File: src/common/ts_pkg.sv
`default_nettype none

package ts_pkg;

    // dram geometry, word addressed
    localparam int RAM_AW = 12;
    localparam int RAM_DW = 16;

    // fclk cycles per dram slot, c0..c3
    localparam int SLOT_PHASES = 4;

    // words per video line
    localparam int VIDEO_LINE_WORDS = 8;

    localparam int DMA_LEN_W = 8;

    typedef logic [RAM_AW-1:0] dram_addr_t;
    typedef logic [RAM_DW-1:0] dram_data_t;

    // one dram access
    // bsel[0] is the low byte, bsel[1] the high byte
    typedef struct packed {
        dram_addr_t addr;
        dram_data_t wdata;
        logic       rnw;
        logic [1:0] bsel;
    } dram_req_t;

    // len counts words, zero means nothing to copy
    typedef struct packed {
        dram_addr_t           src;
        dram_addr_t           dst;
        logic [DMA_LEN_W-1:0] len;
    } dma_cfg_t;

    typedef enum logic [1:0] {
        OWNER_NONE,
        OWNER_VIDEO,
        OWNER_CPU,
        OWNER_DMA
    } slot_owner_e;

    typedef enum logic [1:0] {
        DMA_IDLE,
        DMA_READ,
        DMA_WRITE
    } dma_state_e;

endpackage

`default_nettype wire

File: src/arbiter/dram_arbiter.sv
`timescale 1ns/100ps
`default_nettype none

module dram_arbiter (
    input  wire                fclk,
    input  wire                reset,
    input  wire                video_req,
    input  wire                cpu_req,
    input  wire                dma_req,
    input  ts_pkg::dram_req_t  video_rq,
    input  ts_pkg::dram_req_t  cpu_rq,
    input  ts_pkg::dram_req_t  dma_rq,
    output logic               video_next,
    output logic               cpu_next,
    output logic               dma_next,
    output ts_pkg::dram_req_t  slot_rq,
    output logic               slot_go
);

    import ts_pkg::*;

    logic [$clog2(SLOT_PHASES)-1:0] phase;
    logic                           last;
    slot_owner_e                    slot_owner;
    slot_owner_e                    pick;
    logic                           video_ok;
    logic                           cpu_ok;
    logic                           dma_ok;

    // c3 of the slot
    assign last = (phase == $bits(phase)'(SLOT_PHASES - 1));

    always_ff @(posedge fclk) begin
        if (reset) begin
            phase <= '0;
        end else if (last) begin
            phase <= '0;
        end else begin
            phase <= phase + 1'b1;
        end
    end

    // the current owner still holds req while its next is out,
    // so it cannot win the following slot
    assign video_ok = video_req && (slot_owner != OWNER_VIDEO);
    assign cpu_ok   = cpu_req && (slot_owner != OWNER_CPU);
    assign dma_ok   = dma_req && (slot_owner != OWNER_DMA);

    // fixed priority: video, cpu, dma
    always_comb begin
        if (video_ok) begin
            pick = OWNER_VIDEO;
        end else if (cpu_ok) begin
            pick = OWNER_CPU;
        end else if (dma_ok) begin
            pick = OWNER_DMA;
        end else begin
            pick = OWNER_NONE;
        end
    end

    always_ff @(posedge fclk) begin
        if (reset) begin
            slot_owner <= OWNER_NONE;
        end else if (last) begin
            slot_owner <= pick;
        end
    end

    always_ff @(posedge fclk) begin
        if (last) begin
            case (pick)
                OWNER_VIDEO: slot_rq <= video_rq;
                OWNER_CPU:   slot_rq <= cpu_rq;
                OWNER_DMA:   slot_rq <= dma_rq;
                default:     slot_rq <= slot_rq;
            endcase
        end
    end

    assign slot_go = (phase == '0) && (slot_owner != OWNER_NONE);

    // rdata is already registered by c3
    assign video_next = last && (slot_owner == OWNER_VIDEO);
    assign cpu_next   = last && (slot_owner == OWNER_CPU);
    assign dma_next   = last && (slot_owner == OWNER_DMA);

endmodule

`default_nettype wire

File: config.mk
export PLATFORM = sky130hd
export DESIGN_NAME = dram_arbiter
export DESIGN_NICKNAME = d
export VERILOG_FILES = /design/src/common/ts_pkg.sv /design/src/arbiter/dram_arbiter.sv
export SDC_FILE = /design/constraint.sdc
export NUM_CORES = 1
export LEC_CHECK = 0
export BUFFER_PORTS_ARGS = -buffer_cell sky130_fd_sc_hd__buf_4
export CAP_MARGIN = 20
export CORE_ASPECT_RATIO = 0.9
export CORE_MARGIN = 5
export CORE_UTILIZATION = 34
export CTS_BUF_LIST = sky130_fd_sc_hd__clkbuf_4
export CTS_CLUSTER_SIZE = 28
export DETAILED_ROUTE_END_ITERATION = 6
export MAX_ROUTING_LAYER = met4
export PLACE_DENSITY = 0.77
export RECOVER_POWER = 100
export SLEW_MARGIN = 15
export SYNTH_ARGS = -nofsm -noshare
export SYNTH_HDL_FRONTEND = slang
export SYNTH_SLANG_ARGS = --single-unit
File: constraint.sdc
create_clock -name fclk -period 4.6 [get_ports fclk]
set_input_delay 0.92 -clock fclk [delete_from_list [all_inputs] [get_ports fclk]]
set_output_delay 0.92 -clock fclk [all_outputs]
set_load 0.01 [all_outputs]
== Yosys cells after proc, flatten, opt, wreduce, memory -nomap -nowiden ==
Cells that the tools add are included.
Cells by class
  $add $sub $neg: 1
  eq/ne operators: 10
  multiplexer cells: 4
  reduce and logical (&&, ||, !) cells: 12
Operators with widths (count)
  $pmux 31 s3: 1
  $eq 2x2->1 const B: 5
  $logic_and 1x1->1: 7
  $mux 2: 3
  $eq 2x1->1 const B: 2
  $ne 2x2->1 const B: 2
  $reduce_bool 3->1: 1
  $add 2x1->2 const B: 1
  $logic_not 2->1: 1
  $ne 2x1->1 const B: 1
  $reduce_and 2->1: 1
  $reduce_bool 2->1: 1
  $reduce_or 2->1: 1
Word-level totals
  register bits: 35
  output and inout port bits: 35

== Longest topological paths before layout ==
  depth in word-level cells: 8
  mapped depth: 5
  mapped depth without buffers: 4

== Worst setup path before layout ==
Ideal clock, no wire load.
  path kind: input to register
  start point: input video_req
  end point: register slot_rq[0] (netlist bit) (enable)
  library setup time: 0.467 ns
  data arrival time: 3.737 ns
  data required time: 4.133 ns
  path slack: 0.396 ns
  stages on the path: 5
  path buffers: 1
  cell sequence: o2bb2ai_1 a31oi_2 o21ai_2 buf_2 a21boi_0
Between the ends
  longest elaborated chain between the ends: 5
  elaborated cells between the ends (all ways): 7
  those cells by class: eq/ne (3); mux (1); reduce/logical (3)
RTL lines
  start, declared: RTL line dram_arbiter.sv:7  | input wire video_req,
  $logic_and 1x1->1 (*): RTL line dram_arbiter.sv:45  | assign video_ok = video_req && (slot_owner != OWNER_VIDEO);
  $mux 2 (*): RTL line dram_arbiter.sv:51  | if (video_ok) begin
  $eq 2x2->1 or $eq 2x1->1 (tied branches): RTL line dram_arbiter.sv:72  | case (pick)
  $reduce_bool 3->1 (no source line) (*)
  $reduce_and 2->1 (no source line) (*)
  end signal, assigned: RTL line dram_arbiter.sv:73  | OWNER_VIDEO: slot_rq <= video_rq;
  end signal, assigned: RTL line dram_arbiter.sv:74  | OWNER_CPU: slot_rq <= cpu_rq;
  end signal, assigned: RTL line dram_arbiter.sv:75  | OWNER_DMA: slot_rq <= dma_rq;
  end, declared: RTL line dram_arbiter.sv:16  | output ts_pkg::dram_req_t slot_rq,
Every way passes the cells marked *; elsewhere a longest branch is shown, timed or not.
A chain may end at the register's enable or synchronous reset.

== Worst setup path after layout ==
  start point: input cpu_req
  end point: register slot_rq[19] (netlist bit) (data pin)
Between the ends
  longest elaborated chain between the ends: 5
  elaborated cells between the ends (all ways): 7
  those cells by class: eq/ne (3); mux (3); reduce/logical (1)
RTL lines
  start, declared: RTL line dram_arbiter.sv:8  | input wire cpu_req,
  $logic_and 1x1->1 (*): RTL line dram_arbiter.sv:46  | assign cpu_ok = cpu_req && (slot_owner != OWNER_CPU);
  $mux 2 (*): RTL line dram_arbiter.sv:53  | end else if (cpu_ok) begin
  $mux 2 (*): RTL line dram_arbiter.sv:51
  $eq 2x2->1 or $eq 2x1->1 (tied branches): RTL line dram_arbiter.sv:72
  $pmux 31 s3 (*): RTL line dram_arbiter.sv:72
Marked as above.

==> flow_summary.toml <==
[clock_tree]
postCtsSetupBuffers = 0
root_buffer = "clkbuf_4"
cts-resized-gates = 0
cts_max_level = 2
clock-sinks = 35
cts.hold.buffers_added = 0
clk_pin_slew_ns = 0.10
numCtsBuffers = 5
cts_tree = "yes"
clock_latency_ns = 0.32
cts.path.max_buffers = 2

[global_route]
gr-total-overflow = 0
grt_util_all_layers_pct = 15.9
grt_max_degree = 34
grt_pass1_vias = 1722
grt_pass1_wl_um = 8240
antenna_found_initial = 0

[placed_design]
placed_area_um2 = 2840
placed_cells = 331
gp_congestion = 0.783
port_buffers = 132
post-dp-hpwl_um = 4260
dpl_worst_slack_ns = 1.78

[cells_and_area]
multi_input_area_um2 = 721
areaGrowthSynthToFinish_pct = 53.2
postLayoutCellArea_um2 = 2760
instances_no_fill = 339
nets = 371
ff_latch_area_um2 = 1010
antenna_cells = 0
nFillCells = 519
drive_above_1_share_pct = 40.8
final_common_cell = "buf_4"
final_cell_mix = "buf_4, clkbuf_1, and3_1, a221o_1, edfxtp_1"

[setup_path]
path_common_cell = "clkbuf_1"
critical-path-top-delay-family = "buffers and inverters"
reg2reg_depth = 5
worstPathRequired_ns = 4.68
worstPathCellList = "clkbuf_1 > inv_2 > a31oi_2 > o21ai_2 > clkbuf_1 > a221o_1"
end_kind = "flip-flop"
cp.arrival_ns = 3.32
worst_path_largest_cell_delay_ns = 0.80
r2r_slack_ns = 2.03
worstSetupStartpointType = "primary input"
critical_path.max_fanout = 33
critPathSlowestCell = "clkbuf_1"
r2r-end = "slot_rq[19]"
timing.critical_path.buf_inv = 3
critPathKind = "primary input to flip-flop"
r2r_start = "slot_owner[1]"

[floorplan]
start_util_pct = 34.7
ios = 133
fp.dieW_um = 86.8
dieArea_um2 = 6860
rows = 25
die_h_um = 79.1
core_um2 = 5190

[logic_synthesis]
netlist.area_leader.share_pct = 51.6
synth-adder-area-share_pct = 1.39
synth_xor_area_share_pct = 0
ys_seq_area_share_pct = 56.1
synth_nets = 245
syn_avg_cell_area_um2 = 12.4
synthSimpleGateAreaFrac_pct = 14.5
yosys_warnings = 0
ys_ff_latch = 35
synthTopCellsByArea = "edfxtp_1, a221o_1, and3_1"
syn-cell-area_um2 = 1800
synth_top_cell_by_area = "edfxtp_1"
synth.distinct_cells = 28
synth_top_family_by_area = "compound AO/OA/AOI/OAI gates"
synth_cells = 145
synth_compound_area_share_pct = 23.0
muxShareOfSynthArea_pct = 0

[min_path]
hold_depth = 1
hold_path.class = "flip-flop to flip-flop"
min_from = "phase[0]"
holdPathEnd = "phase[0]"

[power_and_ir_drop]
powerDensity_nw_per_um2 = 258
ir_drop_v = 0.0000914
p_leak_nw = 1.22

[run_status]
status = "completed"

[routing]
wl_per_cell_um = 16.7
ant_nets = 0
routed_wirelength_um = 5660
drc = 0
first_pass_iters = 4
drtIter0Drc = 97
viasPerCell = 5.24
route.vias.total = 1776

[timing]
setup_ws_ns = 1.37
slew_headroom_pct = 2.53
fin_crit_ns = 3.23
hold_viol_final = 0
clock-skew-final_ns = 0.00276
period_share_pct = 70.3
tightest_slew_ns = 1.46
setup_violations = 0
max_clock_freq_mhz = 309
finalSetupTns_ns = 0
whs_ns = 0.456
drv_slew = 0
grt_setup_unrepaired = "no"

[job]
max_cap_violations = 0
## routing by layer
metal	track usage (%)	routed length (um)
met3	3.22	415
met1	18.4	2170
met4	5.14	107
met2	27.7	2970
met5	-	0
## stage by stage
stage | utilization (%) | total power, mW
after CTS | 55.9 | 0.730
after floorplan | - | 0.464
after detailed placement | 54.8 | 0.561
after global placement | 54.5 | 0.555
final | 53.2 | 0.712
after global routing | 53.2 | 0.748
## report_power, final
group	switching, mW	internal, mW	leakage (nW)
clock	0.0972	0.0714	0.0361
combinational	0.0710	0.0976	0.874
sequential	0.00715	0.367	0.315
## how the worst max path moves through the flow
stage | slack (ns) | end | cells past startpoint | from
6_report | 1.37 | slot_rq[19] | 6 | cpu_req
5_1_grt | 1.10 | slot_rq[12] | 6 | cpu_req
4_1_cts | 2.14 | slot_rq[30] | 5 | cpu_req
3_5_place_dp | 1.78 | slot_rq[9] | 5 | cpu_req
3_3_place_gp | 1.81 | slot_rq[6] | 5 | cpu_req
2_1_floorplan | 0.40 | slot_rq[0] | 5 | video_req
## cell families after synthesis
family	count (synthesis)
buf+inv	19
fa+ha+maj	2
simple gates	45
compound gates	44
flops	35
## synth_stat cells
master,instances
o221a_2,1
nor3b_1,1
a31oi_2,1
nand2b_1,2
o22ai_1,1
edfxtp_1,31
a21o_1,1
buf_2,6
o21a_1,1
inv_2,1
a211oi_1,1
a211oi_2,1
nor2_1,4
o21ai_1,1
nand2_1,4
dfxtp_1,4
buf_4,3
and3_1,32
clkbuf_1,6
inv_1,3
a21boi_0,1
ha_1,2
o2bb2ai_1,1
o21ai_2,1
a21oi_1,2
a221o_1,31
nor3_1,1
nor2b_1,1
## area by class of cell
cell class	count	share of cell area [%]
multi-input cells	91	26.1
clock buffers	7	1.90
repair buffers	134	31.7
flip-flops and latches	35	36.6
clock inverters	1	0.181
well taps	67	3.03
inverters	4	0.543
## flip-flops by register name, indices dropped and copies added (netlist names)
signal and cells:
slot_rq 31, phase 2, slot_owner 2
No activity file was read; power rests on OpenSTA's default activity.
