`config.mk`:
```
export PLATFORM = sky130hd
export DESIGN_NAME = video_fetch
export DESIGN_NICKNAME = d
export VERILOG_FILES = /design/src/common/ts_pkg.sv /design/src/design/video_fetch.sv
export SDC_FILE = /design/constraint.sdc
export NUM_CORES = 1
export LEC_CHECK = 0
export BUFFER_PORTS_ARGS = -buffer_cell sky130_fd_sc_hd__buf_2
export CORE_MARGIN = 3
export CORE_UTILIZATION = 42
export CTS_BUF_LIST = sky130_fd_sc_hd__clkbuf_4 sky130_fd_sc_hd__clkbuf_8
export CTS_CLUSTER_DIAMETER = 150
export DETAILED_ROUTE_END_ITERATION = 10
export GPL_ROUTABILITY_DRIVEN = 0
export GPL_TIMING_DRIVEN = 0
export PLACE_DENSITY = 0.77
export SLEW_MARGIN = 5
export SYNTH_ARGS = -nofsm -noshare
export SYNTH_HDL_FRONTEND = slang
export SYNTH_SLANG_ARGS = --single-unit
```
`constraint.sdc`:
```
create_clock -name fclk -period 1.5 [get_ports fclk]
set_input_delay 0.225 -clock fclk [delete_from_list [all_inputs] [get_ports fclk]]
set_output_delay 0.225 -clock fclk [all_outputs]
set_load 0.005 [all_outputs]
```
`src/common/ts_pkg.sv`:
```
`default_nettype none

package ts_pkg;

    // dram geometry, word addressed
    localparam int RAM_AW = 12;
    localparam int RAM_DW = 16;

    // fclk cycles per dram slot, c0..c3
    localparam int SLOT_PHASES = 4;

    // words per video line
    localparam int VIDEO_LINE_WORDS = 8;

    localparam int DMA_LEN_W = 8;

    typedef logic [RAM_AW-1:0] dram_addr_t;
    typedef logic [RAM_DW-1:0] dram_data_t;

    // one dram access
    // bsel[0] is the low byte, bsel[1] the high byte
    typedef struct packed {
        dram_addr_t addr;
        dram_data_t wdata;
        logic       rnw;
        logic [1:0] bsel;
    } dram_req_t;

    // len counts words, zero means nothing to copy
    typedef struct packed {
        dram_addr_t           src;
        dram_addr_t           dst;
        logic [DMA_LEN_W-1:0] len;
    } dma_cfg_t;

    typedef enum logic [1:0] {
        OWNER_NONE,
        OWNER_VIDEO,
        OWNER_CPU,
        OWNER_DMA
    } slot_owner_e;

    typedef enum logic [1:0] {
        DMA_IDLE,
        DMA_READ,
        DMA_WRITE
    } dma_state_e;

endpackage

`default_nettype wire

```
`src/design/video_fetch.sv`:
```
`timescale 1ns/100ps
`default_nettype none

module video_fetch (
    input  wire                 fclk,
    input  wire                 reset,
    input  wire                 line_start,
    input  ts_pkg::dram_addr_t  base,
    input  wire                 next,
    input  ts_pkg::dram_data_t  rdata,
    output logic                req,
    output ts_pkg::dram_req_t   rq,
    output ts_pkg::dram_data_t  pix_word,
    output logic                pix_valid
);

    import ts_pkg::*;

    dram_addr_t                                 addr;
    logic [$clog2(VIDEO_LINE_WORDS + 1)-1:0]    cnt;

    // restart wins over a pending next
    always_ff @(posedge fclk) begin
        if (reset) begin
            cnt <= '0;
        end else if (line_start) begin
            cnt <= $bits(cnt)'(VIDEO_LINE_WORDS);
        end else if (next && cnt != '0) begin
            cnt <= cnt - 1'b1;
        end
    end

    always_ff @(posedge fclk) begin
        if (line_start) begin
            addr <= base;
        end else if (next) begin
            addr <= addr + 1'b1;
        end
    end

    assign req = (cnt != '0);
    assign rq  = '{addr: addr, wdata: '0, rnw: 1'b1, bsel: 2'b11};

    always_ff @(posedge fclk) begin
        if (reset) begin
            pix_valid <= 1'b0;
        end else begin
            pix_valid <= next;
        end
    end

    // pixel word
    always_ff @(posedge fclk) begin
        if (next) begin
            pix_word <= rdata;
        end
    end

endmodule

`default_nettype wire

```
== Word level (Yosys, flattened, before mapping) ==
Index checks and enable logic that the tools add are counted.

* $add $sub $neg: 2
* Muxes and demuxes: 4
* Reduce and logical (&&, ||, !) cells: 5

{| class="wikitable"
|+ Operators by type and width
! kind !! number
|-
| 2-to-1 mux 12 bit || 2
|-
| adder 12 x 1 -> 12 bit (second input constant) || 1
|-
| 2-to-1 mux 4 bit || 2
|-
| nonzero test 2 bit || 2
|-
| nonzero test 4 bit || 1
|-
| subtractor 4 x 1 -> 4 bit (second input constant) || 1
|-
| OR reduction 2 bit || 1
|-
| logical AND 1 bit || 1
|}

* Flip-flop bits (word level): 33
* Bits of input ports: 32
* Output and inout port bits: 49
* Logic and storage cells: 16

== Depth between registers and ports, before layout ==
Gate-level depths: netlist of the first run.

* Word-level depth: 4
* Gate-level depth with buffers: 6
* Depth with buffers taken out: 5

== Least setup slack after synthesis of the first run ==
Ideal clock, no wire load.

* Kind: register -> register
* Start point: register addr[0]
* End point: register addr[10] (data pin)
* Setup time: 0.152 ns
* Arrival: 1.341 ns
* Path slack: 0.008 ns
* Stages on the path, launching flop included: 5
* Path buffers: 0
* Clock period less this slack: 1.492 ns
* Cell sequence: edfxtp_1 > ha_1 > nand2_1 > or4_1 > a31oi_1

* Cells in the longest elaborated chain, start to end: 3

{| class="wikitable"
|+ RTL lines
! what !! line !! text
|-
| start, declared || video_fetch.sv:19 || <nowiki>dram_addr_t addr;</nowiki>
|-
| start signal, assigned || video_fetch.sv:35 || <nowiki>addr <= base;</nowiki>
|-
| start signal, assigned || video_fetch.sv:37 || <nowiki>addr <= addr + 1'b1;</nowiki>
|-
| adder 12 x 1 -> 12 bit || video_fetch.sv:37 ||
|-
| 2-to-1 mux 12 bit || video_fetch.sv:36 || <nowiki>end else if (next) begin</nowiki>
|-
| 2-to-1 mux 12 bit || video_fetch.sv:34 || <nowiki>if (line_start) begin</nowiki>
|}

Every way passes these cells. The select of a mux whose other input is x is not followed.
A chain may end at the register's enable or synchronous reset.

== Worst setup path after layout of the first run ==
* Start point: register addr[0]
* End point: register addr[11] (data pin)

Same word-level chain as after synthesis.

==> results of run 1 <==
cell usage in the layout, fill, tap and decap left out, types with 2 or more instances in the layout:
cell type and instances:
clkinv_1 2, buf_2 60, inv_2 2, nand3_1 8
inv_1 2, xor2_1 2, nand2_1 9, o31ai_1 3
or4_1 6, o211ai_1 4, mux2_2 2, buf_4 32
dfxtp_2 2, xnor2_1 2, conb_1 19, dfxtp_1 3
clkbuf_8 5, a21oi_1 3, clkbuf_1 2, a31oi_1 4
edfxtp_1 28, o21ai_0 4, nor2_1 7, ha_4 2
worst register-to-register path, cell delays in order, from the launching register on:
cell      delay [ns]
edfxtp_1        0.43
buf_4           0.16
nand3_4         0.13
or4_1           0.50
a31oi_1         0.17
what timing repair did:
item                       4_1_cts  5_1_grt
gates resized for setup         12        1
setup buffers                    9        4
pin swaps                        2        2
gates cloned                     0        1
setup endpoints to repair        7       17
routing by layer:
metal	up-vias	GRT usage, %
met3	6	6.58
met2	87	24.9
met5	-	0
li1	635	-
met4	0	5.58
met1	567	17.3
cell families (layout without fill, tap and decap cells):
family | Yosys count | after routing | synth area share (%)
AOI/OAI and AO/OA | 20 | 20 | 8.31
xor gates and xnor gates | 4 | 4 | 2.26
adders and majority gates | 2 | 2 | 1.61
buffers and inverters | 26 | 107 | 10.9
DFF | 33 | 33 | 60.6
muxes | 3 | 3 | 2.10
other | 2 | 19 | 0.484
and+or+nand+nor | 38 | 39 | 13.7
stage by stage:
step,total power [mW],area (sq um),setup slack [ns]
after floorplan,1.34,1620,0.00769
after global placement,1.49,1980,-0.203
after detailed placement,1.50,1980,-0.220
after CTS,2.18,2170,-0.0327
after global routing,2.33,2220,-0.0961
final,2.19,2220,-0.0233
layout make-up:
type / instances / area, sq um / area share (%)
Sequential cell: 33 / 943 / 42.6
Multi-Input combinational cell: 87 / 561 / 25.3
Timing Repair Buffer: 74 / 409 / 18.5
Buffer: 21 / 150 / 6.77
Clock buffer: 5 / 68.8 / 3.10
Tap cell: 46 / 57.6 / 2.60
Inverter: 4 / 15.0 / 0.677
Clock inverter: 3 / 12.5 / 0.564
where the power goes:
| part | leakage, nW | internal (mW) | switching (mW) |
|---|---|---|---|
| Sequential | 0.321 | 1.09 | 0.0723 |
| Combinational | 0.623 | 0.229 | 0.184 |
| Clock | 0.0430 | 0.312 | 0.304 |
| Total | 0.987 | 1.63 | 0.560 |
sequential cells by signal, summed over array words and instances (netlist names):
register	cells
cnt	4
addr	12
pix_valid	1
pix_word	16
worst max path at each step:
stage	slack, ns	end	startpoint	cells after the start
2_1_floorplan	0.008	addr[10]$_DFFE_PP_	addr[0]$_DFFE_PP_	4
3_3_place_gp	-0.20	addr[9]$_DFFE_PP_	line_start	4
3_5_place_dp	-0.22	addr[3]$_DFFE_PP_	line_start	4
4_1_cts	-0.03	req	cnt[0]$_SDFFE_PP0P_	4
5_1_grt	-0.1	addr[11]$_DFFE_PP_	addr[0]$_DFFE_PP_	4
6_report	-0.02	addr[11]$_DFFE_PP_	addr[0]$_DFFE_PP_	4
==> impl_metrics.ini, run 1 <==
[run_status]
status = finished, violations left
violations = negative setup slack

[final_layout]
fillers = 278
fin_cells = 273
syn_to_final_growth_pct = 42.9
final_util_pct = 64.4
diodes = 0
drive_gt1_share_pct = 50.2
finalNetCount = 260

[cts]
cts_tree = built
cts_buffer_depth = 2
cts_buffers = 5
clkSlewWorstSetupHoldPaths_ns = 0.07
root_buffer = clkbuf_8
clkLatencyLatePin_ns = 0.28
cts_sinks = 33
holdBufCountCts = 0
htree_levels = 2

[synthesis]
synth_edf_count = 28
yosysTopAreaCell = edfxtp_1
ys.flop_type = edfxtp_1
synth_most_common_cell = edfxtp_1
yosysSeqAreaShare_pct = 60.6
synth_area_leaders = edfxtp_1 54%, buf_4 9.2%, dfxtp_1 6.5%
netlist_area_sq_um = 1550
synthArstFlopShare_pct = 0
yosys.cell_types.count = 28
synth_seq_cells = 33
syn_inst = 128
synth_commonest_cells = 28 x edfxtp_1, 19 x buf_4, 10 x nand2_1
ys_warn_count = 0
syn_area_per_cell_sq_um = 12.1
synth_top_area_share_pct = 54.2

[critical_path]
reg2reg_slack_ns = -0.02
critPathMaxStageDelay_ns = 0.50
r2r-end = addr[11]$_DFFE_PP_
path_class = register to register
r2r_start = addr[0]$_DFFE_PP_
crit_family = simple AND/OR/NAND/NOR gates
r2r_cells = 4
critical_path_peak_fanout = 9
slowest_stage = or4_1
arrival_ns = 1.66
critPathCaptureType = register
cp_cell_sequence = buf_4 > nand3_4 > or4_1 > a31oi_1
worstSetupStartpointType = register
critPathBufInv = 1
required_ns = 1.63

[global_routing]
grt_pass1_wl_mm = 4.98
overflow = 0
grt_max_degree = 24
grtUsageTotal_pct = 15.1
antenna_found_initial = 0
grt_pass1_vias = 1136

[drt]
route.met2.wl_mm = 1.52
met3WireLength_microns = 459
drc_errors = 0
vias = 1295
drt.antenna.violating_nets = 0
dr.pass1.iters = 4
routed_via_density = 4.74
highest_layer = met4
first_iter_violations = 76
drt_wl_total_mm = 3.34
wl_met1_mm = 1.31
wl_per_cell_microns = 12.2

[die]
io_pins = 81
coreArea_sq_um = 3440
die_h_microns = 66.8
initial_core_util_pct = 45.1
fp-row-count = 21
die_area_sq_um = 4460
fp.dieW_microns = 66.8

[timing]
hold_slack_ns = 0.121
fmax_ghz = 0.656
rsz0062_at_grt = yes
final-setup-viol-count = 3
worst_slack_ns = -0.0233
period_needed_ns = 1.52
fin_crit_sh_pct = 102
fin_setup_tns_ns = -0.0600
drv_slew = 0
hold_viol = 0
fin_skew_ns = 0.00440

[pwr]
p_leak_nw = 0.987
ir_worst_vdd_mv = 0.587
power_density_nw_per_um2 = 989

[placed_design]
dp.cells = 252
io_buffers = 61
dp_hpwl_mm = 2.29

[min_path]
hold_path_depth = 1
hold_end = pix_word[3]$_DFFE_PP_
hp-start = rdata[3]
hp-class = input port to register

[flow_run]
maxCapViolCount = 0
Note: power is estimated with default switching activity, not from simulation.
==> inputs of run 2 (changes only) <==
- CORE_UTILIZATION: 42 -> 40
- CTS_BUF_LIST: sky130_fd_sc_hd__clkbuf_4 sky130_fd_sc_hd__clkbuf_8 -> sky130_fd_sc_hd__clkbuf_4 sky130_fd_sc_hd__clkbuf_8 sky130_fd_sc_hd__clkbuf_16
- PLACE_DENSITY: 0.77 -> 0.74
==> run 2 against run 1 <==
  * The run still ends with negative setup slack left
  * Worst hold slack got worse by 0.0063 ns
  * Largest cell class unchanged
  * Flip-flop and latch count did not move
  * Non-clock buffer count rose by 5
==> impl_metrics.ini, run 2 (synthesized netlist as in run 1, its figures left out) <==
[run_status]
status = finished, violations left
violations = negative setup slack

[timing]
rsz0062_at_grt = yes
fmax_ghz = 0.655
hold_slack_ns = 0.115
drv_slew = 0
fin_crit_sh_pct = 102
fin_skew_ns = 0.00290
hold_viol = 0
worst_slack_ns = -0.0275
final-setup-viol-count = 1
period_needed_ns = 1.53

[placed_design]
dpl_worst_slack_ns = -0.261
dp.cells = 254
dp_hpwl_mm = 2.39
io_buffers = 61
placed_area_sq_um = 1980

[min_path]
hp-class = input port to register
hold_path_depth = 1
hold_end = pix_word[10]$_DFFE_PP_
hp-start = rdata[10]

[cts]
clkLatencyLatePin_ns = 0.28
cts_tree = built
clkSlewWorstSetupHoldPaths_ns = 0.06
cts_sinks = 33
htree_levels = 2
root_buffer = clkbuf_8
cts_buffer_depth = 2
cts_buffers = 5

[critical_path]
critPathCaptureType = output port
required_ns = 1.27
worstSetupStartpointType = register
r2r_start = addr[5]$_DFFE_PP_
path_class = register to output port
reg2reg_slack_ns = 0.05
r2r-end = addr[10]$_DFFE_PP_
arrival_ns = 1.30
cp_cell_sequence = inv_2 > ha_4 > or3b_4 > buf_6
critical_path_peak_fanout = 2
critPathMaxStageDelay_ns = 0.38
r2r_cells = 3
slowest_stage = or3b_4

[die]
fp.dieW_microns = 68.3
io_pins = 81
die_h_microns = 68.3
initial_core_util_pct = 42.1
fp-row-count = 22
die_area_sq_um = 4660
coreArea_sq_um = 3690

[final_layout]
top_register = pix_word
fillers = 316
finalNetCount = 264
fin_cells = 279
largestRegisters = pix_word: 16 flops, addr: 12 flops, cnt: 4 flops
drive_gt1_share_pct = 52.4
largest_register_ffs = 16
diodes = 0
syn_to_final_growth_pct = 45.6
final_cell_mix = 60 x buf_2, 36 x buf_4, 28 x edfxtp_1
final_area_sq_um = 2260
final_common_cell = buf_2

[drt]
wl_per_cell_microns = 12.7
vias = 1300
met3WireLength_microns = 509
wl_met1_mm = 1.34
highest_layer = met4
dr.pass1.iters = 4
drt_wl_total_mm = 3.54
drc_errors = 0
drt.antenna.violating_nets = 0
routed_via_density = 4.66
first_iter_violations = 72
route.met2.wl_mm = 1.64

[pwr]
power_switching_share_pct = 25.5
seqPwrFrac_pct = 50.9
p_comb_share_pct = 19.9
p_int_mw = 1.68
power_density_nw_per_um2 = 999
clkPwrFrac_pct = 29.1
ir_worst_vdd_mv = 0.452
p_switching_mw = 0.576
p_leak_nw = 1.01
p_total_mw = 2.26

[global_routing]
grt_pass1_vias = 1181
antenna_found_initial = 0
overflow = 0
grt_max_degree = 24
grt_pass1_wl_mm = 5.20
grtUsageTotal_pct = 15.2

[flow_run]
maxCapViolCount = 0
==> run 2: power by group through the flow <==
stage | registers [mW] | logic (mW) | clock network, mW
2_1_floorplan | 1.18 | 0.165 | 0
3_3_place_gp | 1.18 | 0.317 | 0
6_report | 1.15 | 0.450 | 0.658
4_1_cts | 1.15 | 0.394 | 0.675
3_5_place_dp | 1.18 | 0.324 | 0
5_1_grt | 1.16 | 0.502 | 0.716
==> run 2: final cells by class <==
cell class | instances | area, sq um | share of cell area (%)
sequential | 33 | 943 | 41.7
multi-input combinational | 86 | 554 | 24.5
timing repair buffer | 79 | 450 | 19.9
buffer | 21 | 150 | 6.64
clock buffer | 6 | 76.3 | 3.38
tap | 48 | 60.1 | 2.66
inverter | 4 | 15.0 | 0.664
clock inverter | 2 | 10.0 | 0.443
==> run 2: per-stage QoR <==
stage	util, %	TNS, ns
after detailed placement	53.7	-3.41
final	61.3	-0.0275
after global placement	53.7	-3.18
after global routing	61.3	-0.218
after floorplan	-	0
after CTS	59.1	-0.0280
==> run 2: timing repair <==
action / CTS / global route
gates resized for setup: 12 / 4
hold buffers: 0 / 0
setup buffers: 9 / 9
setup endpoints to repair: 7 / 17
pin swaps: 2 / 10
==> run 2: worst max path at each step <==
stage                                     to           startpoint  slack, ns  depth (start not counted)
after floorplan           addr[10]$_DFFE_PP_    addr[0]$_DFFE_PP_      0.008                          4
after global placement     addr[3]$_DFFE_PP_           line_start      -0.25                          4
after detailed placement   addr[7]$_DFFE_PP_           line_start      -0.26                          4
after CTS                                req  cnt[1]$_SDFFE_PP0P_      -0.03                          4
after global routing       addr[9]$_DFFE_PP_    addr[5]$_DFFE_PP_      -0.08                          3
final                                    req  cnt[1]$_SDFFE_PP0P_      -0.03                          4
==> run 2: metal layers <==
layer / global-route usage [%] / vias up
li1: - / 637
met1: 16.7 / 575
met2: 25.3 / 81
met3: 6.40 / 7
met4: 7.44 / 0
met5: 0 / -
==> run 2: worst max-delay path: cells and delay by family, from the launching register on <==
kind	cells	cell delay [ns]
adders and majority gates	1	0.12
buffers and inverters	2	0.19
DFF	1	0.33
and+or+nand+nor	1	0.38
