`config.mk`:
```
export PLATFORM = sky130hd
export DESIGN_NAME = dma_copy
export DESIGN_NICKNAME = d
export VERILOG_FILES = /design/src/common/ts_pkg.sv /design/src/design/dma_copy.sv
export SDC_FILE = /design/constraint.sdc
export NUM_CORES = 1
export LEC_CHECK = 0
export ABC_AREA = 1
export BUFFER_PORTS_ARGS = -buffer_cell sky130_fd_sc_hd__buf_2
export CAP_MARGIN = 25
export CORE_UTILIZATION = 40
export DETAILED_ROUTE_END_ITERATION = 16
export PLACE_DENSITY = 0.65
export SKIP_LAST_GASP = 1
export SLEW_MARGIN = 20
export SYNTH_ARGS = -nofsm -noshare
export SYNTH_HDL_FRONTEND = slang
export SYNTH_SLANG_ARGS = --single-unit
```
`constraint.sdc`:
```
create_clock -name fclk -period 6.64 [get_ports fclk]
set_input_delay 0 -clock fclk [delete_from_list [all_inputs] [get_ports fclk]]
set_output_delay 0 -clock fclk [all_outputs]
set_load 0.05 [all_outputs]
```
`src/common/ts_pkg.sv`:
```
`default_nettype none

package ts_pkg;

    // dram geometry, word addressed
    localparam int RAM_AW = 12;
    localparam int RAM_DW = 16;

    // fclk cycles per dram slot, c0..c3
    localparam int SLOT_PHASES = 4;

    // words per video line
    localparam int VIDEO_LINE_WORDS = 8;

    localparam int DMA_LEN_W = 8;

    typedef logic [RAM_AW-1:0] dram_addr_t;
    typedef logic [RAM_DW-1:0] dram_data_t;

    // one dram access
    // bsel[0] is the low byte, bsel[1] the high byte
    typedef struct packed {
        dram_addr_t addr;
        dram_data_t wdata;
        logic       rnw;
        logic [1:0] bsel;
    } dram_req_t;

    // len counts words, zero means nothing to copy
    typedef struct packed {
        dram_addr_t           src;
        dram_addr_t           dst;
        logic [DMA_LEN_W-1:0] len;
    } dma_cfg_t;

    typedef enum logic [1:0] {
        OWNER_NONE,
        OWNER_VIDEO,
        OWNER_CPU,
        OWNER_DMA
    } slot_owner_e;

    typedef enum logic [1:0] {
        DMA_IDLE,
        DMA_READ,
        DMA_WRITE
    } dma_state_e;

endpackage

`default_nettype wire

```
`src/design/dma_copy.sv`:
```
`timescale 1ns/100ps
`default_nettype none

module dma_copy (
    input  wire                 fclk,
    input  wire                 reset,
    input  wire                 start,
    input  ts_pkg::dma_cfg_t    cfg,
    input  wire                 next,
    input  ts_pkg::dram_data_t  rdata,
    output logic                req,
    output ts_pkg::dram_req_t   rq,
    output logic                act
);

    import ts_pkg::*;

    dma_state_e           state;
    dram_addr_t           src;
    dram_addr_t           dst;
    logic [DMA_LEN_W-1:0] len;
    dram_data_t           data;

    assign act = (state != DMA_IDLE);
    assign req = act;

    always_ff @(posedge fclk) begin
        if (reset) begin
            state <= DMA_IDLE;
        end else begin
            case (state)
                DMA_IDLE: begin
                    if (start && cfg.len != '0) begin
                        state <= DMA_READ;
                    end
                end
                DMA_READ: begin
                    if (next) begin
                        state <= DMA_WRITE;
                    end
                end
                DMA_WRITE: begin
                    // last word written
                    if (next) begin
                        state <= (len == 1) ? DMA_IDLE : DMA_READ;
                    end
                end
                default: state <= DMA_IDLE;
            endcase
        end
    end

    always_ff @(posedge fclk) begin
        if (state == DMA_IDLE && start) begin
            src <= cfg.src;
            dst <= cfg.dst;
            len <= cfg.len;
        end else if (state == DMA_WRITE && next) begin
            src <= src + 1'b1;
            dst <= dst + 1'b1;
            len <= len - 1'b1;
        end
    end

    // word in transit
    always_ff @(posedge fclk) begin
        if (state == DMA_READ && next) begin
            data <= rdata;
        end
    end

    always_comb begin
        if (state == DMA_WRITE) begin
            rq = '{addr: dst, wdata: data, rnw: 1'b0, bsel: 2'b11};
        end else begin
            rq = '{addr: src, wdata: data, rnw: 1'b1, bsel: 2'b11};
        end
    end

endmodule

`default_nettype wire

```
# After elaboration in Yosys (flattened, before gate mapping)
# Index checks and enable logic that the tools add are counted.
[totals] ff_bits=50 word_cells=35 out_inout_bits=33
[op_classes] addsub=3 mux=12 n_reduce_logical=9 n_eq_ne=6
[op_table] operator="2-to-1 mux 12 bit" count=4
[op_table] operator="2-to-1 mux 31 bit" count=1
[op_table] operator="adder 12 x 1 -> 12 bit, second input constant" count=2
[op_table] operator="2-to-1 mux 8 bit" count=2
[op_table] operator="equality test 8 x 1 -> 1 bit, second input constant" count=1
[op_table] operator="nonzero test 8 bit" count=1
[op_table] operator="subtractor 8 x 1 -> 8 bit, second input constant" count=1
[op_table] operator="2-to-1 mux 2 bit" count=3
[op_table] operator="!= test 2 bit, second input constant" count=3
[op_table] operator="case mux 2 bit (3 select lines)" count=1
[op_table] operator="logical AND 1 bit" count=4
[op_table] operator="nonzero test 2 bit" count=2
[op_table] operator="AND reduction 3 bit" count=1
[op_table] operator="equality test 2 x 1 -> 1 bit, second input constant" count=1
[op_table] operator="equality test 2 bit, second input constant" count=1
[op_table] operator="logical NOT 2 bit" count=1
[op_table] operator="2-to-1 mux 1 bit" count=1

# Depth between registers and ports, before layout
# Gate-level depths: netlist of the first run.
[logic_depth] word_depth=4 mapped_depth=8 depth_no_buf=8

# Worst setup path after synthesis of the first run
# No wires, ideal clock.
[synth_path] path_kind="reg2reg" start="reg state[1]" end="reg dst[0], enable pin" required_ps=6215 arrival_time_ps=2306 setup_slack_ps=3909 synth_period_minus_slack_ps=2731 stages_incl_launch_ff=5 setup_ps=425 path_buffers=0 cell_sequence="dfxtp_1 > inv_1 > nor2_4 > inv_2 > o21ai_1"
[synth_via] elab_chain_cells=3 elab_cells_between_ends=5 classes_between="eq/ne (1); reduce/logical (4)"
[synth_rtl] item="start, declared" line="dma_copy.sv:18" rtl="dma_state_e state;"
[synth_rtl] item="start signal, assigned" line="dma_copy.sv:45" rtl="state <= (len == 1) ? DMA_IDLE : DMA_READ;"
[synth_rtl] item="equality test 2 bit or logical NOT 2 bit (tied branches)" line="dma_copy.sv:58, dma_copy.sv:54"
[synth_rtl] item="logical AND 1 bit, on equally long branches" line="dma_copy.sv:58, dma_copy.sv:54"
[synth_rtl] item="nonzero test 2 bit (no line) *"
[synth_rtl] item="end signal, assigned" line="dma_copy.sv:56" rtl="dst <= cfg.dst;"
[synth_rtl] item="end signal, assigned" line="dma_copy.sv:60" rtl="dst <= dst + 1'b1;"
[synth_rtl] item="end, declared" line="dma_copy.sv:20" rtl="dram_addr_t dst;"
# Every way passes the cells marked *; elsewhere a longest branch is shown, timed or not.
# A chain may end at the register's enable or synchronous reset.

# Worst setup path after layout of the first run
[layout_path] start="reg state[1]" end="reg src[5], enable pin"
[layout_via] elab_chain_cells=3 elab_cells_between_ends=5 classes_between="eq/ne (1); reduce/logical (4)"
[layout_rtl] item="equality test 2 bit or logical NOT 2 bit (tied branches)" line="dma_copy.sv:58, dma_copy.sv:54"
[layout_rtl] item="logical AND 1 bit, on equally long branches" line="dma_copy.sv:58, dma_copy.sv:54"
[layout_rtl] item="nonzero test 2 bit (no line) *"
[layout_rtl] item="end signal, assigned" line="dma_copy.sv:55" rtl="src <= cfg.src;"
[layout_rtl] item="end signal, assigned" line="dma_copy.sv:59" rtl="src <= src + 1'b1;"
[layout_rtl] item="end, declared" line="dma_copy.sv:19" rtl="dram_addr_t src;"
# Marks and branches as above.

==> key figures, run 1 <==
Global route
  • Overall routing resource usage: a little under a fifth
  • Total gr overflow: 0
  • Largest net degree at the start of global routing: 34
  • Vias in the first global route: between 2000 and 2500
  • First-pass GRT wire length: around 11000 µm
  • Initial antenna violation count: 0

Setup path
  • Worst reg2reg path startpoint: state[1]$_SDFFE_PP0P_
  • Worst EP arrival: approximately 2.4 ns
  • CP cell instances: inv_1 > nor2_4 > inv_2 > o21ai_2 > buf_4
  • CP top delay family: compound AO/OA/AOI/OAI gates
  • Reg2Reg Depth: 5
  • CP required: 6.63 ns
  • Max incr delay on CP: 0.72 ns
  • CP Max Fanout: 18
  • Reg2Reg Setup Slack: roughly 4.3 ns
  • WS Path Type: flip-flop to flip-flop
  • RR Endpoint: src[5]$_DFFE_PP_
  • CP endpoint kind: flip-flop
  • CP Buf/Inv Count: 3
  • Slowest-stage cell, CP: o21ai_2
  • Critical Path Start: state[1]$_SDFFE_PP0P_
  • Worst Setup Start Kind: flip-flop

Min path
  • WHS Path Cells: 4
  • Hold_sp: next
  • Hold Path Class: input pin to flip-flop
  • Hold endpoint: state[0]$_SDFFE_PP0P_

Clock network
  • Post-CTS resize count: 0
  • Root Driver: clkbuf_8
  • CTS tree: done
  • H-tree levels: 2
  • Clock Latency Late Sink: ~0.3 ns
  • Post-CTS Hold Buffers: 40
  • CTS Sinks: 50
  • Clock slew at reported path FFs: 0.08 ns
  • Clk buf depth: 2
  • Post-CTS Setup Inserts: 0
  • Clock buffer count from CTS: 5

Power and ir drop
  • Leak: 1.71 nW
  • VDD IR max: roughly 120 µV
  • Cell Pwr Density: around 230 mW/mm²

Logic synthesis
  • Avg Cell Area, Syn: approximately 8.5 µm²
  • Yosys cell types: 23
  • Synth warnings: 0
  • Main area contributors after synthesis: edfxtp_1 (51%), nand2_1 (15%), nand3_1 (5.2%)
  • Post-synth top area share: roughly half
  • #FFs+latches synth: 50
  • Yosys top cell by area: edfxtp_1
  • Cell Area, Synth: approximately 0.0028 mm²
  • Register area share after synthesis: 52.9%
  • Syn Inst Count: 331

Layout
  • Layout area overhead: 34.6%
  • Commonest non-fill, non-tap cell in the layout: nand2_1
  • Fraction of layout cells with a size suffix above 1: 22.1%
  • Finished Layout Cells: approximately 550
  • Antenna Cells: 0
  • Final nets: 508
  • Most frequent cells in the layout: nand2_1 (115), buf_2 (82), edfxtp_1 (48)

Route
  • Wire per inst: between 10 and 15 µm
  • Vias: 2589
  • DRT Wirelength: between 6000 and 7000 µm
  • Drt pass-1 iters: 4
  • DR DRC count: 0
  • ANT nets after route: 0
  • Iter 0 DRT Violations: around 120
  • Via density: approximately 4.7

Job
  • Max-cap violations: 0

Timing
  • Fin. max-slew vios: 0
  • Max Fclk: between 400 and 500 MHz
  • Slew headroom: between 40% and 50%
  • Final setup viols: 0
  • RSZ-0062 raised after global routing: no
  • Setup TNS: 0 ns
  • Hold Vio Cnt, Final: 0
  • Crit share post-route: between 30% and 40%
  • Minimum clock period: 2.37 ns
  • Worst Tran Pin Value: 0.890 ns
  • Setup Skew: 0.0112 ns

Placement
  • I/O Buffers: 82
  • Inst Count DP: between 500 and 600
  • Gpl congestion: between 0.8 and 0.9
  • Detail Placement HPWL: ~4800 µm

Floorplanning
  • Die area: 0.00734 mm²
  • Top Ports: between 80 and 90
  • Die width: 85.7 µm
  • Initial Util: 41.2%
  • # rows: 30
  • Core area: 0.00679 mm²
  • Die Height: ~86 µm

Run status
  • Status: finished clean
-- stage by stage --
stage               instance area (µm²)  total power [mW]  setup WS [ns]  utilization [%]  hold WS (ns)
floorplan                          2810             0.580           3.91                -        0.0691
detailed placement                 3260             0.636           4.23             48.0         0.178
global placement                   3260             0.631           4.30             48.0         0.176
global route                       3770             0.907           4.04             55.5        0.0307
finish                             3770             0.865           4.27             55.5        0.0131
CTS                                3770             0.870           4.22             55.5       0.00198
-- layout make-up --
class / count / area (µm²)
flip-flops and latches: 50 / 1480
clock buffers: 6 / 72.6
multi-input cells: 235 / 1100
repair buffers: 123 / 818
inverters: 37 / 141
clock inverters: 2 / 37.5
well taps: 96 / 120
fillers: 643 / 3020
-- flip-flops by register name, indices dropped and copies added (netlist names) --
| name | count |
|---|---|
| dst | 12 |
| state | 2 |
| src | 12 |
| len | 8 |
| data | 16 |
-- how the worst max path moves through the flow --
stage,end,slack (ns),cells past startpoint
3_5_place_dp,dst[9]$_DFFE_PP_,4.23,5
4_1_cts,src[5]$_DFFE_PP_,4.22,5
3_3_place_gp,dst[9]$_DFFE_PP_,4.30,5
5_1_grt,src[5]$_DFFE_PP_,4.04,5
2_1_floorplan,dst[0]$_DFFE_PP_,3.91,4
6_report,src[5]$_DFFE_PP_,4.27,5
-- worst min-delay path: cells and delay by family --
family          cells  cell delay [ns]
buf+inv             1             0.12
compound gates      1             0.07
simple gates        2             0.08
-- cells in the mapped netlist --
| cell type | instances |
|---|---|
| edfxtp_1 | 48 |
| conb_1 | 1 |
| dfxtp_1 | 2 |
| nand2_1 | 115 |
| o21bai_1 | 1 |
| a21oi_1 | 3 |
| a31oi_1 | 8 |
| buf_6 | 3 |
| nor2_4 | 2 |
| o21ai_1 | 7 |
| buf_4 | 7 |
| nand4_1 | 7 |
| nor2_1 | 28 |
| o21ai_0 | 17 |
| inv_1 | 35 |
| inv_2 | 1 |
| nor2_2 | 4 |
| xnor2_1 | 4 |
| ha_1 | 4 |
| inv_4 | 1 |
| xor2_1 | 3 |
| nand3_1 | 29 |
| nand2_4 | 1 |
-- power breakdown --
part	leakage, nW	internal, mW	switching [mW]	total (mW)
registers	0.471	0.389	0.0274	0.416
logic	1.19	0.0762	0.155	0.231
clock network	0.0514	0.113	0.105	0.218
total	1.71	0.577	0.287	0.865
-- routing by layer --
metal	vias up	global-route usage, %	wire (µm)
li1	1330	-	-
met1	1191	23.8	3000
met2	63	33.3	3430
met3	5	3.18	280
met4	0	5.00	63
met5	-	0	0
-- kinds of logic after synthesis --
group	after synthesis	synth area share, %
flip-flops	50	52.9
AND/OR/NAND/NOR	186	28.0
adder cells (fa/ha/maj)	4	1.79
AO/OA/AOI/OAI	36	6.88
XOR/XNOR	7	2.19
buffers and inverters	47	8.13
other	1	0.134
No activity file was read; power rests on OpenSTA's default activity.
==> run 2: changes to the inputs <==
--- a/config.mk
+++ b/config.mk
@@ -5,7 +5,7 @@
 export SDC_FILE = /design/constraint.sdc
 export NUM_CORES = 1
 export LEC_CHECK = 0
-export ABC_AREA = 1
+export ABC_AREA = 0
 export BUFFER_PORTS_ARGS = -buffer_cell sky130_fd_sc_hd__buf_2
 export CAP_MARGIN = 25
 export CORE_UTILIZATION = 40
==> constraint.sdc (replaced) <==
create_clock -name fclk -period 2.4 [get_ports fclk]
set_input_delay 0 -clock fclk [delete_from_list [all_inputs] [get_ports fclk]]
set_output_delay 0 -clock fclk [all_outputs]
set_load 0.05 [all_outputs]
==> run 2 against run 1 <==
Effect of this change: synthesized cell count shrank 30%; highest routed layer unchanged; clock skew is 0.0065 ns lower; sequential power grew to 2.8 times the previous value; combinational power rose by 140%.
==> key figures, run 2 <==
Timing
  • Setup TNS: 0 ns (unchanged)
  • Fin. max-slew vios: 0 (unchanged)
  • Crit share post-route: 71.8% (+36 points)
  • RSZ-0062 raised after global routing: no
  • Slew headroom: 51.7% (+11 points)
  • Final setup viols: 0 (unchanged)
  • Worst Tran Pin Value: 0.725 ns (-0.165 ns)
  • Setup Skew: 0.00471 ns (-0.00646 ns)
  • Hold Vio Cnt, Final: 0 (unchanged)
  • Max Fclk: 580 MHz (+37%)
  • Minimum clock period: 1.72 ns (-0.646 ns)
  • WHS: 0.00474 ns (-0.00841 ns)

Layout
  • FF/Latch Area: 0.00148 mm² (unchanged)
  • Most flop-heavy register: data
  • Largest registers: data x16, dst x12, src x12
  • Final nets: 388 (-24%)
  • Fillers: 563 (-12%)
  • Most frequent cells in the layout: buf_2 (82), edfxtp_1 (48), nor2_1 (30)
  • Layout area overhead: 29.4%
  • Fraction of layout cells with a size suffix above 1: 33.6% (+12 points)
  • Antenna Cells: 0 (unchanged)
  • Max FFs per register: 16 (unchanged)
  • Commonest non-fill, non-tap cell in the layout: buf_2
  • Multi-input combinational cell area: 0.00102 mm² (-7.2%)

Floorplanning
  • Initial Util: 41.2% (about the same)
  • # rows: 29 (-3.3%)
  • Die width: 82.9 µm (-3.2%)
  • Die area: 0.00687 mm² (-6.4%)
  • Top Ports: 85 (unchanged)
  • Core area: 0.00635 mm² (-6.5%)
  • Die Height: 82.9 µm (-3.2%)

Logic synthesis
  • Yosys top cell by area: edfxtp_1
  • Register area share after synthesis: 56.6% (+3.7 points)
  • Most frequent cell after synthesis: edfxtp_1
  • Syn Inst Count: 231 (-30%)
  • Synth warnings: 0 (unchanged)
  • Cell Area, Synth: 0.00262 mm² (-6.5%)
  • Yosys cell types: 34 (+48%)
  • Post-synth top area share: 55.0% (+3.6 points)
  • #FFs+latches synth: 50 (unchanged)
  • Main area contributors after synthesis: edfxtp_1 (55%), mux2_2 (5.2%), a31oi_1 (4.3%)
  • Ys flop type: edfxtp_1
  • FFs w/ async S/R, synth: 0% (unchanged)
  • Post-synth EDFFs: 48 (unchanged)
  • Avg Cell Area, Syn: 11.3 µm² (+34%)
  • Most frequent cells after synthesis: edfxtp_1 (48), nor2_1 (30), a31oi_1 (18)

Route
  • DR DRC count: 0 (unchanged)
  • Routed wl met2: 2800 µm (-19%)
  • DRT met1 WL: 2700 µm (-10%)
  • Via density: 5.29 (+12%)
  • Wire per inst: 14.4 µm (+16%)
  • WL met3: 325 µm (+16%)
  • DR top layer: met4
  • ANT nets after route: 0 (unchanged)
  • DRT Wirelength: 5890 µm (-13%)
  • Vias: 2167 (-16%)
  • Iter 0 DRT Violations: 111 (-5.9%)
  • Drt pass-1 iters: 4 (unchanged)

Power and ir drop
  • Power share of the combinational group: 24.0% (-2.7 points)
  • Leak: 1.29 nW (-24%)
  • VDD IR max: 303 µV (+150%)
  • Sw Share: 31.3% (-1.9 points)
  • Internal: 1.59 mW (+170%)
  • Cell Pwr Density: 681 mW/mm² (+200%)
  • Power share of the sequential group: 49.7% (+1.6 points)
  • Net Sw Power: 724 µW (+150%)
  • Clk pwr share: 26.3% (+1.1 points)

Setup path
  • CP cell instances: ha_1 > nand3_1 > or4_1 > a31oi_1
  • Worst EP arrival: 1.88 ns (-0.48 ns)
  • Worst reg2reg path startpoint: dst[0]$_DFFE_PP_
  • CP Buf/Inv Count: 0 (-3)
  • CP top delay family: simple AND/OR/NAND/NOR gates
  • CP Max Fanout: 7 (-11)
  • CP required: 2.55 ns (-4.08 ns)
  • RR Endpoint: dst[10]$_DFFE_PP_
  • Reg2Reg Setup Slack: 0.68 ns (-3.59 ns)
  • CP endpoint kind: flip-flop
  • Worst Setup Start Kind: flip-flop
  • Reg2Reg Depth: 4 (-1)
  • Slowest-stage cell, CP: or4_1
  • Max incr delay on CP: 0.53 ns (-0.19 ns)
  • WS Path Type: flip-flop to flip-flop

Placement
  • Gpl congestion: 0.795 (-6.7%)
  • Detail Placement HPWL: 4110 µm (-14%)
  • I/O Buffers: 82 (unchanged)

Global route
  • Initial antenna violation count: 0 (unchanged)
  • Largest net degree at the start of global routing: 36 (+5.9%)
  • Overall routing resource usage: 17.6% (-1.2 points)
  • Total gr overflow: 0 (unchanged)
  • First-pass GRT wire length: 9660 µm (-9.9%)
  • Vias in the first global route: 2021 (-16%)

Job
  • Max-cap violations: 0 (unchanged)

Clock network
  • CTS tree: done
  • Clk buf depth: 2 (unchanged)
  • Clock slew at reported path FFs: 0.09 ns (about the same)
  • Clock buffer count from CTS: 5 (unchanged)
  • H-tree levels: 2 (unchanged)
  • Root Driver: clkbuf_8
  • Post-CTS resize count: 0 (unchanged)
  • Clock Latency Late Sink: 0.31 ns (about the same)
  • CTS Sinks: 50 (unchanged)

Min path
  • Hold_sp: cfg[8]
  • Hold Path Class: input pin to flip-flop
  • WHS Path Cells: 3 (-1)
  • Hold endpoint: dst[0]$_DFFE_PP_

Run status
  • Status: finished clean
==> run 2: cell count changes in the layout (fill, tap and decap cells not counted), sizes merged, moves of 12 or more <==
cell / change
nand2: -108
mux2: +12
inv: -27
o21ai: -14
dlygate4sd3: -21
nand3: -21
==> run 2: timing repair <==
action	CTS	global route
endpoints found under the hold margin	20	0
setup buffers	0	0
hold buffers	19	0
==> run 2: stage by stage <==
step           instances  worst slack, ns  utilization (%)  area [µm²]  power [mW]
4_1_cts              410            0.667             53.4        3390        2.32
6_report             410            0.676             53.4        3390        2.31
2_1_floorplan        232            0.182                -        2620        1.55
3_5_place_dp         383            0.700             48.6        3090        1.70
5_1_grt              410            0.518             53.4        3390        2.41
3_3_place_gp         383            0.792             48.6        3090        1.69
==> run 2: how the worst max path moves through the flow <==
stage	start	end	cells past startpoint
2_1_floorplan	state[0]$_SDFFE_PP0P_	dst[0]$_DFFE_PP_	4
3_3_place_gp	dst[0]$_DFFE_PP_	dst[10]$_DFFE_PP_	4
3_5_place_dp	dst[0]$_DFFE_PP_	dst[10]$_DFFE_PP_	4
4_1_cts	dst[0]$_DFFE_PP_	dst[10]$_DFFE_PP_	4
5_1_grt	dst[0]$_DFFE_PP_	dst[8]$_DFFE_PP_	4
6_report	dst[0]$_DFFE_PP_	dst[10]$_DFFE_PP_	4
==> run 2: kinds of logic (layout without fill, tap and decap cells) <==
kind of cell	count (synthesis)	in the layout	synth area share [%]
adders and majority gates	4	4	1.91
DFF	50	50	56.6
and+or+nand+nor	81	81	16.3
other	1	2	0.143
xor gates and xnor gates	9	9	3.01
AOI/OAI and AO/OA	53	53	12.3
buffers and inverters	21	122	4.59
muxes	12	12	5.16
==> run 2: cell type report <==
| class | instances | area share, % |
|---|---|---|
| tap | 77 | 2.84 |
| timing repair buffer | 105 | 19.0 |
| inverter | 9 | 0.997 |
| multi-input combinational | 161 | 30.1 |
| sequential | 50 | 43.7 |
| clock inverter | 3 | 1.29 |
| clock buffer | 5 | 2.03 |
==> run 2: layer usage <==
metal / global-route usage, % / vias to the layer above
met2: 29.3 / 68
met5: 0 / -
met1: 22.9 / 1014
met3: 4.08 / 5
li1: - / 1080
met4: 5.02 / 0
==> run 2: tightest hold or removal path, cell delays in order <==
cell and delay [ns]:
buf_2 0.08, nor2_1 0.03, a21oi_1 0.09
==> run 2: power groups by stage <==
stage / Combinational (mW) / Sequential, mW / Clock (mW)
3_5_place_dp: 0.531 / 1.17 / 0
3_3_place_gp: 0.526 / 1.16 / 0
2_1_floorplan: 0.372 / 1.18 / 0
6_report: 0.555 / 1.15 / 0.607
5_1_grt: 0.604 / 1.16 / 0.646
4_1_cts: 0.558 / 1.15 / 0.621
